[src/include/lsq_defines.svh]
`ifndef LSQ_DEFINES_SVH
`define LSQ_DEFINES_SVH

// store queue
`define LSQ_DEPTH        8
`define LSQ_PTR_W        3

// store record fields
`define LSQ_ADDR_W       32
`define LSQ_SZ_W         3
`define LSQ_DATA_W       128

// data cache banking, 4 bytes per bank
`define LSQ_BANKS        32
`define LSQ_BANK_W       5

// aligned write data covers up to five bank words
`define LSQ_LANE_DATA_W  160

`endif

[src/hw/lsq_pkg.sv]
`include "lsq_defines.svh"

package lsq_pkg;

  // addr[1:0] is the byte offset, addr[6:2] the begin bank
  typedef struct packed {
    logic [`LSQ_ADDR_W-1:0] addr;
    logic [`LSQ_SZ_W-1:0]   sz;     // 0..4 -> 1,2,4,8,16 bytes
    logic [`LSQ_DATA_W-1:0] data;
  } store_rec_t;

  typedef struct packed {
    logic       en;
    store_rec_t rec;
  } store_in_t;

  typedef struct packed {
    logic bus_hold;
    logic miss_hold;
    logic miss_pause;
    logic insert_hold;
  } hold_t;

  typedef struct packed {
    logic       en;
    store_rec_t rec;
  } wreq_t;

  typedef struct packed {
    logic                        en;
    logic [`LSQ_ADDR_W-1:0]      addr;
    logic [`LSQ_BANK_W-1:0]      bank1;    // end bank
    logic [3:0]                  bgn_ben;
    logic [3:0]                  end_ben;
    logic [`LSQ_LANE_DATA_W-1:0] data;
  } st_port_t;

  // offset of the last byte written, counted from the begin bank
  function automatic logic [4:0] last_off(logic [1:0] low, logic [`LSQ_SZ_W-1:0] sz);
    logic [4:0] nbytes;
    nbytes = sz[2] ? 5'd16 : (5'd1 << sz[1:0]); // codes above 4 act as 16 bytes
    return {3'b000, low} + nbytes - 5'd1;
  endfunction

endpackage

[src/hw/store_queue.sv]
`timescale 1ns/100ps
`include "lsq_defines.svh"

module store_queue (
  input  logic                clk,
  input  logic                rst_n,
  input  lsq_pkg::store_in_t  store_in,
  input  logic [1:0]          pop,
  input  logic [3:0]          stall_rs,
  input  logic                stall_alloc,
  output lsq_pkg::store_rec_t head0,
  output lsq_pkg::store_rec_t head1,
  output logic [1:0]          head_valid,
  output logic                do_stall,
  output logic                stall_cntrl
);

  lsq_pkg::store_rec_t mem [`LSQ_DEPTH];

  logic [`LSQ_PTR_W-1:0] wr_ptr;
  logic [`LSQ_PTR_W-1:0] rd_ptr;
  logic [`LSQ_PTR_W-1:0] rd_nxt;
  logic [`LSQ_PTR_W:0]   count;
  logic [`LSQ_PTR_W:0]   n_push;
  logic [`LSQ_PTR_W:0]   n_pop;
  logic [1:0]            pop_cnt;
  logic                  full;
  logic                  accept;

  assign full   = count == `LSQ_DEPTH;
  assign accept = store_in.en & ~full;  // dropped silently when full

  // pop[1] only comes with pop[0]
  assign pop_cnt = {1'b0, pop[0]} + {1'b0, pop[1]};

  assign n_push = {{`LSQ_PTR_W{1'b0}}, accept};
  assign n_pop  = {{(`LSQ_PTR_W-1){1'b0}}, pop_cnt};

  assign rd_nxt = rd_ptr + 1'b1;   // wraps with the pointer

  always_ff @(posedge clk or negedge rst_n) begin
    if (!rst_n) begin
      wr_ptr <= '0;
      rd_ptr <= '0;
      count  <= '0;
    end else begin
      if (accept)
        wr_ptr <= wr_ptr + 1'b1;
      rd_ptr <= rd_ptr + n_pop[`LSQ_PTR_W-1:0];
      count  <= count + n_push - n_pop;
    end
  end

  always_ff @(posedge clk) begin
    if (accept)
      mem[wr_ptr] <= store_in.rec;
  end

  // two oldest entries, head1 behind head0
  assign head0 = mem[rd_ptr];
  assign head1 = mem[rd_nxt];

  assign head_valid[0] = count != '0;
  assign head_valid[1] = count > 1;

  assign do_stall = full;

  // controller sees every stall source at once
  assign stall_cntrl = |{stall_rs, stall_alloc, do_stall};

endmodule

[src/hw/store_pick.sv]
`timescale 1ns/100ps
`include "lsq_defines.svh"

module store_pick (
  input  logic                clk,
  input  logic                rst_n,
  input  lsq_pkg::store_rec_t head0,
  input  lsq_pkg::store_rec_t head1,
  input  logic [1:0]          head_valid,
  input  lsq_pkg::hold_t      hold,
  input  logic                st_stall,
  output logic [1:0]          pop,
  output lsq_pkg::wreq_t      wreq0,
  output lsq_pkg::wreq_t      wreq1
);

  // banks touched by one store, wrapping past the last bank
  function automatic logic [`LSQ_BANKS-1:0] bank_mask(lsq_pkg::store_rec_t rec);
    logic [4:0]              last;
    logic [2:0]              nbanks;
    logic [`LSQ_BANKS-1:0]   run;
    logic [2*`LSQ_BANKS-1:0] rot;
    last   = lsq_pkg::last_off(rec.addr[1:0], rec.sz);
    nbanks = last[4:2] + 3'd1;
    run    = ~({`LSQ_BANKS{1'b1}} << nbanks);
    rot    = {{`LSQ_BANKS{1'b0}}, run} << rec.addr[`LSQ_BANK_W+1:2];
    return rot[`LSQ_BANKS-1:0] | rot[2*`LSQ_BANKS-1:`LSQ_BANKS];
  endfunction

  logic                  st_stall_q;
  logic                  issue_stall;
  logic [`LSQ_BANKS-1:0] mask0;
  logic [`LSQ_BANKS-1:0] mask1;
  logic                  grant0;
  logic                  grant1;
  logic [1:0]            en_q;

  lsq_pkg::store_rec_t rec0_q;
  lsq_pkg::store_rec_t rec1_q;

  assign issue_stall = hold.bus_hold | hold.miss_hold | hold.miss_pause |
                       hold.insert_hold | st_stall_q;

  assign mask0 = bank_mask(head0);
  assign mask1 = bank_mask(head1);

  assign grant0 = head_valid[0] & ~issue_stall;
  assign grant1 = grant0 & head_valid[1] & ((mask0 & mask1) == '0); // no shared bank

  assign pop = {grant1, grant0};

  always_ff @(posedge clk or negedge rst_n) begin
    if (!rst_n) begin
      st_stall_q <= 1'b0;
      en_q       <= 2'b00;
    end else begin
      st_stall_q <= st_stall;
      en_q       <= {grant1, grant0};
    end
  end

  always_ff @(posedge clk) begin
    rec0_q <= head0;
    rec1_q <= head1;
  end

  assign wreq0.en  = en_q[0];
  assign wreq0.rec = rec0_q;
  assign wreq1.en  = en_q[1];
  assign wreq1.rec = rec1_q;

endmodule

[src/hw/store_lane.sv]
`timescale 1ns/100ps
`include "lsq_defines.svh"

module store_lane (
  input  lsq_pkg::wreq_t    wreq,
  output lsq_pkg::st_port_t st
);

  logic [1:0]                  low;
  logic [`LSQ_BANK_W-1:0]      bank0;
  logic [4:0]                  last;
  logic [2:0]                  extra;    // banks past bank0
  logic [3:0]                  bgn_ben;
  logic [3:0]                  end_ben;
  logic [`LSQ_LANE_DATA_W-1:0] wide;

  assign low   = wreq.rec.addr[1:0];
  assign bank0 = wreq.rec.addr[`LSQ_BANK_W+1:2];
  assign last  = lsq_pkg::last_off(low, wreq.rec.sz);
  assign extra = last[4:2];

  assign wide = {{(`LSQ_LANE_DATA_W-`LSQ_DATA_W){1'b0}}, wreq.rec.data};

  // byte enables inside the first and the last bank word
  always_comb begin
    for (int i = 0; i < 4; i++) begin
      bgn_ben[i] = (i >= int'(low)) && (i <= int'(last));
      end_ben[i] = i <= int'(last[1:0]);
    end
    if (extra == 3'd0)
      end_ben = bgn_ben;    // single bank store
  end

  assign st.en      = wreq.en;
  assign st.addr    = wreq.rec.addr;
  assign st.bank1   = bank0 + {2'b00, extra};  // wraps mod 32
  assign st.bgn_ben = bgn_ben;
  assign st.end_ben = end_ben;
  assign st.data    = wide << {low, 3'b000};

endmodule

[src/hw/lsq_store_top.sv]
`timescale 1ns/100ps

module lsq_store_top (
  input  logic               clk,
  input  logic               rst_n,
  input  lsq_pkg::store_in_t store_in,
  input  lsq_pkg::hold_t     hold,
  input  logic               st_stall,
  input  logic [3:0]         stall_rs,
  input  logic               stall_alloc,
  output lsq_pkg::st_port_t  st0,
  output lsq_pkg::st_port_t  st1,
  output logic               do_stall,
  output logic               stall_cntrl
);

  lsq_pkg::store_rec_t head0;
  lsq_pkg::store_rec_t head1;
  logic [1:0]          head_valid;
  logic [1:0]          pop;
  lsq_pkg::wreq_t      wreq0;
  lsq_pkg::wreq_t      wreq1;

  store_queue u_queue (
    .clk         (clk),
    .rst_n       (rst_n),
    .store_in    (store_in),
    .pop         (pop),
    .stall_rs    (stall_rs),
    .stall_alloc (stall_alloc),
    .head0       (head0),
    .head1       (head1),
    .head_valid  (head_valid),
    .do_stall    (do_stall),
    .stall_cntrl (stall_cntrl)
  );

  // registered pick, lanes hang off its outputs
  store_pick u_pick (
    .clk        (clk),
    .rst_n      (rst_n),
    .head0      (head0),
    .head1      (head1),
    .head_valid (head_valid),
    .hold       (hold),
    .st_stall   (st_stall),
    .pop        (pop),
    .wreq0      (wreq0),
    .wreq1      (wreq1)
  );

  store_lane lane0 (
    .wreq (wreq0),
    .st   (st0)
  );

  store_lane lane1 (   // younger store
    .wreq (wreq1),
    .st   (st1)
  );

endmodule

[config.mk]
export PLATFORM = sky130hd
export DESIGN_NAME = lsq_store_top
export DESIGN_NICKNAME = d
export VERILOG_FILES = /design/src/hw/lsq_pkg.sv /design/src/hw/store_queue.sv /design/src/hw/store_pick.sv /design/src/hw/store_lane.sv /design/src/hw/lsq_store_top.sv
export VERILOG_INCLUDE_DIRS = /design/src /design/src/include
export SDC_FILE = /design/constraint.sdc
export NUM_CORES = 2
export LEC_CHECK = 0
export BUFFER_PORTS_ARGS = -buffer_cell sky130_fd_sc_hd__buf_4
export CELL_PAD_IN_SITES_DETAIL_PLACEMENT = 0
export CELL_PAD_IN_SITES_GLOBAL_PLACEMENT = 1
export CORE_AREA = 2 2 390 392
export CTS_BUF_LIST = sky130_fd_sc_hd__clkbuf_4 sky130_fd_sc_hd__clkbuf_8 sky130_fd_sc_hd__clkbuf_16
export DETAILED_ROUTE_END_ITERATION = 10
export DIE_AREA = 0 0 392 394
export PLACE_DENSITY = 0.89
export SYNTH_ARGS = -nofsm -noshare
export SYNTH_HDL_FRONTEND = slang
export SYNTH_SLANG_ARGS = --single-unit
[constraint.sdc]
create_clock -name clk -period 14.9 [get_ports clk]
set_clock_uncertainty 0.1 [all_clocks]
set_input_delay 0 -clock clk [delete_from_list [all_inputs] [get_ports clk]]
set_output_delay 0 -clock clk [all_outputs]
set_load 0.01 [all_outputs]
-- Yosys cells after proc, flatten, opt, wreduce, memory -nomap -nowiden
Memories as Yosys holds them, arrays and structs flattened.
Index checks and enable logic that the tools add are counted.
- magnitude comparators: 19
- $add $sub $neg: 18
- shifts and indexed selects: 10
- bitwise gates (word level): 15
- multiplexer cells: 8
- reductions and logical operators: 9
- equal/unequal tests: 1
- operators by type and width (cell ; number):
    << shifter 128 x 5 -> 160 bit ; 2
    << shifter 32 x 5 -> 64 bit ; 2
    inverter 32 bit ; 2
    OR 32 bit ; 2
    << shifter 32 x 3 -> 32 bit, first input constant ; 2
    AND 32 bit ; 1
    logical NOT 32 bit ; 1
    adder 2 x 5 -> 5 bit ; 4
    <= comparator 2 x 5 -> 1 bit, first input constant ; 4
    2-to-1 mux 5 bit ; 4
    << shifter 1 x 2 -> 5 bit, first input constant ; 4
    subtractor 5 x 1 -> 5 bit, second input constant ; 4
    adder 3 x 1 -> 3 bit, second input constant ; 4
    adder 5 x 3 -> 5 bit ; 2
    <= comparator 1 x 5 -> 1 bit, first input constant ; 2
    >= comparator 1 x 2 -> 1 bit, first input constant ; 4
    <= comparator 2 bit, first input constant ; 4
    2-to-1 mux 4 bit ; 2
    logical NOT 3 bit ; 2
    OR reduction 6 bit ; 1
    adder 4 x 1 -> 4 bit ; 1
    AND 1 bit ; 4
    equality test 4 bit, second input constant ; 1
    >= comparator 2 bit, first input constant ; 2
    other kinds (10) ; 19
- word-level logic and storage cells: 92
- RAM bits: 1304
- memories: 1
- register bits: 339
- memories (memory ; words ; width ; read ports ; clocked after Yosys merged registers in ; wr ports ; line ; source):
    u_queue.mem ; 8 ; 163 ; 2 ; 0 ; 1 ; store_queue.sv:18 ; lsq_pkg::store_rec_t mem [`LSQ_DEPTH];

-- Longest topological paths before layout
An unclocked memory read counts as a cell.
- depth after elaboration: 16
- mapped depth: 34
- gate-level depth less buffers: 29

-- Modules after synthesis
From an unflattened synthesis, not the netlist that was laid out.
- cell total of the unflattened synthesis: 4958
- area, all modules: 78426.5 um^2
- modules (own cells, without submodules) (module ; cells each ; area an instance (um^2) ; instances ; seq. area each (um^2)):
    store_queue ; 3669 ; 62367.3 ; 1 ; 39407.8
    store_pick ; 589 ; 8394.3 ; 1 ; 6601.3
    store_lane ; 350 ; 3832.4 ; 2 ; 0.0

-- Least setup slack after synthesis
OpenSTA, ideal clock, no wires.
- path kind: reg-to-reg
- from: register u_queue.count[2]
- to: memory u_queue.mem[0][0] (netlist bit), enable pin
- cell stages (with the launch flop): 8
- required time: 13.915 ns
- slack: 1.842 ns
- arrival: 12.073 ns
- cell sequence: dfrtp_1 -> inv_1 -> ha_1 -> nand2_1 -> and2_1 -> clkbuf_1 -> nand2b_1 -> nor3_1
- word-level cells in the longest chain between the ends: 5
- ends and longest elaborated chain (what ; line ; source):
    from (decl) ; store_queue.sv:23 ; logic [`LSQ_PTR_W:0] count;
    from (signal assigned) ; store_queue.sv:50 ; count <= count + n_push - n_pop;
    equality test 4 bit (no line) ; - ;
    inverter 1 bit ; store_queue.sv:31 ; assign accept = store_in.en & ~full;
    AND 1 bit ; store_queue.sv:31 ;
    net u_queue.accept ; store_queue.sv:28 ; logic accept;
    2-to-1 mux 1 bit ; store_queue.sv:55 ; if (accept)
    2-to-1 mux 1 bit (not written as such) ; store_queue.sv:56 ; mem[wr_ptr] <= store_in.rec;
    to (decl) ; store_queue.sv:18 ;
The timed path passes the listed nets, and every way through them passes these cells.

-- Worst setup path after layout
- from: register u_queue.rd_ptr[0]
- to: register u_queue.count[2]
- word-level cells in the longest chain between the ends: 16
- ends and longest elaborated chain (what ; line ; source):
    from (decl) ; store_queue.sv:21 ; logic [`LSQ_PTR_W-1:0] rd_ptr;
    from (signal assigned) ; store_queue.sv:49 ; rd_ptr <= rd_ptr + n_pop[`LSQ_PTR_W-1:0];
    adder 3 x 1 -> 3 bit ; store_queue.sv:39 ; assign rd_nxt = rd_ptr + 1'b1;
    memory read (8 x 163 bit) * ; - ;
    << shifter 1 x 2 -> 5 bit ; lsq_pkg.sv:41 ; nbytes = sz[2] ? 5'd16 : (5'd1 << sz[1:0]);
    2-to-1 mux 5 bit ; lsq_pkg.sv:41 ;
    adder 2 x 5 -> 5 bit ; lsq_pkg.sv:42 ; return {3'b000, low} + nbytes - 5'd1;
    subtractor 5 x 1 -> 5 bit ; lsq_pkg.sv:42 ;
    adder 3 x 1 -> 3 bit ; store_pick.sv:24 ; nbanks = last[4:2] + 3'd1;
    << shifter 32 x 3 -> 32 bit ; store_pick.sv:25 ; run = ~({`LSQ_BANKS{1'b1}} << nbanks);
    inverter 32 bit ; store_pick.sv:25 ;
    << shifter 32 x 5 -> 64 bit ; store_pick.sv:26 ; rot = {{`LSQ_BANKS{1'b0}}, run} << rec.addr[`LSQ_BANK_W+1:2];
    OR 32 bit ; store_pick.sv:27 ; return rot[`LSQ_BANKS-1:0] | rot[2*`LSQ_BANKS-1:`LSQ_BANKS];
    AND 32 bit * ; store_pick.sv:48 ; assign grant1 = grant0 & head_valid[1] & ((mask0 & mask1) == '0);
    logical NOT 32 bit * ; store_pick.sv:48 ;
    AND 1 bit * ; store_pick.sv:48 ;
    net u_pick.grant1 ; store_pick.sv:35 ; logic grant1;
    adder 1 x 1 -> 2 bit * ; store_queue.sv:34 ; assign pop_cnt = {1'b0, pop[0]} + {1'b0, pop[1]};
    subtractor 4 x 2 -> 4 bit * ; store_queue.sv:50 ;
The timed path passes the listed nets; every way through them passes the cells marked *.
A chain may end at the register's enable or synchronous reset.

==> flow_summary_export.csv <==
group,metric,value,unit
layout,syn2layout_area_growth,20.2,%
layout,drive_above_1_share,0.377,
setup_path,slowest_stage,"dfrtp_4",
place,pre_cts_slack,5.71,ns
setup_path,worstSetupPathType,"reg -> reg",
sta,finalSetupTns,0,ns
setup_path,worstPathRequired,15.45,ns
synth,ys.flop_type,"edfxtp_1",
sta,drv_slew,0,
setup_path,crit_family,"adder cells",
global_routing,grt-ovfl-total,0,
layout,final_util,0.596,
synth,syn_inst,4227,
synth,synth-seq-area-share,0.615,
layout,fin_cells,7224,
setup_path,arrival,9.72,ns
layout,final_cell_mix,"1,304 x edfxtp_1, 806 x mux4_2, 633 x buf_4",
synth,ys_warn_count,0,
routing,routed_wirelength,231,mm
place,dp.final_hpwl,148,mm
setup_path,worst-path-buf-inv,6,
setup_path,r2r_setup_slack,5.73,ns
setup_path,max_stage_delay,0.94,ns
global_routing,grt_pass1_wl,327,mm
setup_path,crit_fanout,65,
setup_path,cp_common_cell,"ha_1",
routing,via_per_inst,6.49,
global_routing,grtUsageTotal,0.297,
place,dp_cells,6543,
clocking,htreeDepth,4,
global_routing,grt_pass1_vias,45800,
routing,wl_per_cell,32.0,um
layout,final_common_cell,"edfxtp_1",
run_status,status,"complete, no violations",
clocking,cts.sinks,1643,
routing,num_vias,46900,
clocking,cts_tree,"done",
setup_path,crit_start,"u_queue.rd_ptr[0]",
floorplan,die_y,394,um
sta,slew_headroom,0.188,
routing,met2WireLength,107,mm
synth,synth-seq-cells,1643,
floorplan,die_area,154000,um^2
setup_path,r2r-start,"u_queue.rd_ptr[0]",
setup_path,endpoint_kind,"flip-flop",
floorplan,design.core.area,151000,um^2
synth,syn_area_per_cell,17.7,um^2
floorplan,io_pins,590,
floorplan,initial_core_util,0.496,
synth,synth_edf_count,1304,
sta,tightest_slew,1.21,ns
clocking,root_buffer,"clkbuf_16",
synth,async_flop_share,0.00791,
global_routing,grt_start_max_net_pins,144,
hold_path,min_path_type,"in -> reg",
floorplan,die_w,392,um
sta,finalHoldViolCount,0,
routing,drt-initial-drc-count,6781,
sta,rsz0062_at_grt,"no",
clocking,clockBufferDepth,3,
routing,drtAntennaViolNets,0,
clocking,cts_buffers,166,
clocking,cts_setup_buffers,0,
sta,fin_crit_sh,0.615,
clocking,cts.repair.resized,0,
global_routing,antenna_found_initial,50,
job,cap_violations,0,
place,gp_congestion,0.895,
sta,fmax,0.109,GHz
layout,fin_nets,5239,
clocking,cts_hold_buf,333,
floorplan,rows,143,
place,port_buffers,573,
routing,wl_met3,33.3,mm
hold_path,min_from,"store_in[93]",
synth,mappedNetlistArea,74800,um^2
sta,worst_slack,5.73,ns
routing,firstDrtPassIters,6,
sta,final-setup-viol-count,0,
routing,drc,0,
sta,min_period,9.17,ns
synth,yosysUniqueCellTypes,74,
clocking,clk_pin_slew,0.06,ns
setup_path,start_kind,"flip-flop",
routing,top_layer,"met5",
clocking,insertion_delay,0.81,ns
routing,wl_met1,82.4,mm
==> cells in the mapped netlist, drive strengths merged (8+ instances only) <==
master  number  area, um^2
edfxtp    1304       39200
mux4       806       18200
nand2      543        2040
dfxtp      326        6530
buf        214        1190
mux2       167        1880
clkbuf     155         582
mux2i       97        1020
nor2        86         323
a21oi       72         364
inv         56         213
nor2b       53         332
a211oi      50         375
o21ai       42         210
ha          41         513
and2        22         138
nor3        19        95.1
and3        18         113
xnor2       14         123
a22oi       13         103
dfrtp       13         325
o22ai       11        68.8
a21o        10        75.1
nand3       10        50.1
xor2         9        86.3
fa           8         160
==> cell type report <==
cell class | instances | area [um^2]
sequential | 1643 | 46000
timing repair buffer | 973 | 8230
tap | 2030 | 2540
fill | 10900 | 60800
clock buffer | 230 | 4810
clock inverter | 82 | 1040
inverter | 58 | 220
antenna | 36 | 90.1
multi-input combinational | 2172 | 26900
==> metrics by stage <==
step | area, um^2 | hold WS [ns]
floorplan | 74800 | -0.396
global placement | 80600 | -0.235
detailed placement | 80600 | -0.229
CTS | 89800 | 0.00330
global route | 89800 | 0.0132
finish | 89900 | 0.0277
==> layer usage <==
| layer | global-route usage | vias up |
|---|---|---|
| met1 | 0.401 | 24400 |
| li1 | - | 18600 |
| met5 | 0 | - |
| met3 | 0.107 | 469 |
| met4 | 0.101 | 20 |
| met2 | 0.450 | 3416 |
==> cell families (layout without fill, tap and decap cells) <==
family,count (synthesis),in the layout,synth area share
flip-flops,1643,1643,0.615
multiplexers,1070,1070,0.282
AND/OR/NAND/NOR,774,774,0.0434
buffers and inverters,427,1343,0.0267
AO/OA/AOI/OAI,240,240,0.0210
adder cells (fa/ha/maj),49,49,0.00900
XOR/XNOR,23,23,0.00280
other,1,52,0.0000502
==> final timing paths <==
check | end | cells after the start
min in group asynchronous | u_pick.st_stall_q | 3
worst min-delay path | u_queue.mem[7][93] | 2
max in group asynchronous | u_queue.rd_ptr[2] | 3
worst min register to register | u_queue.wr_ptr[0] | 1
worst max-delay path | u_queue.count[2] | 28
worst max register to register | u_queue.count[2] | 28
==> flip-flops by register name (all words and copies together), names as in the netlist <==
name / count
u_pick.st_stall_q: 1
u_pick.wreq1: 163
u_pick.en_q: 2
u_queue.count: 4
u_queue.wr_ptr: 3
u_queue.rd_ptr: 3
u_queue.mem: 1304
u_pick.wreq0: 163
Power is left out: the tool's default activity adds up to more than one toggle a clock period on the data nets, which glitch-free logic cannot reach.
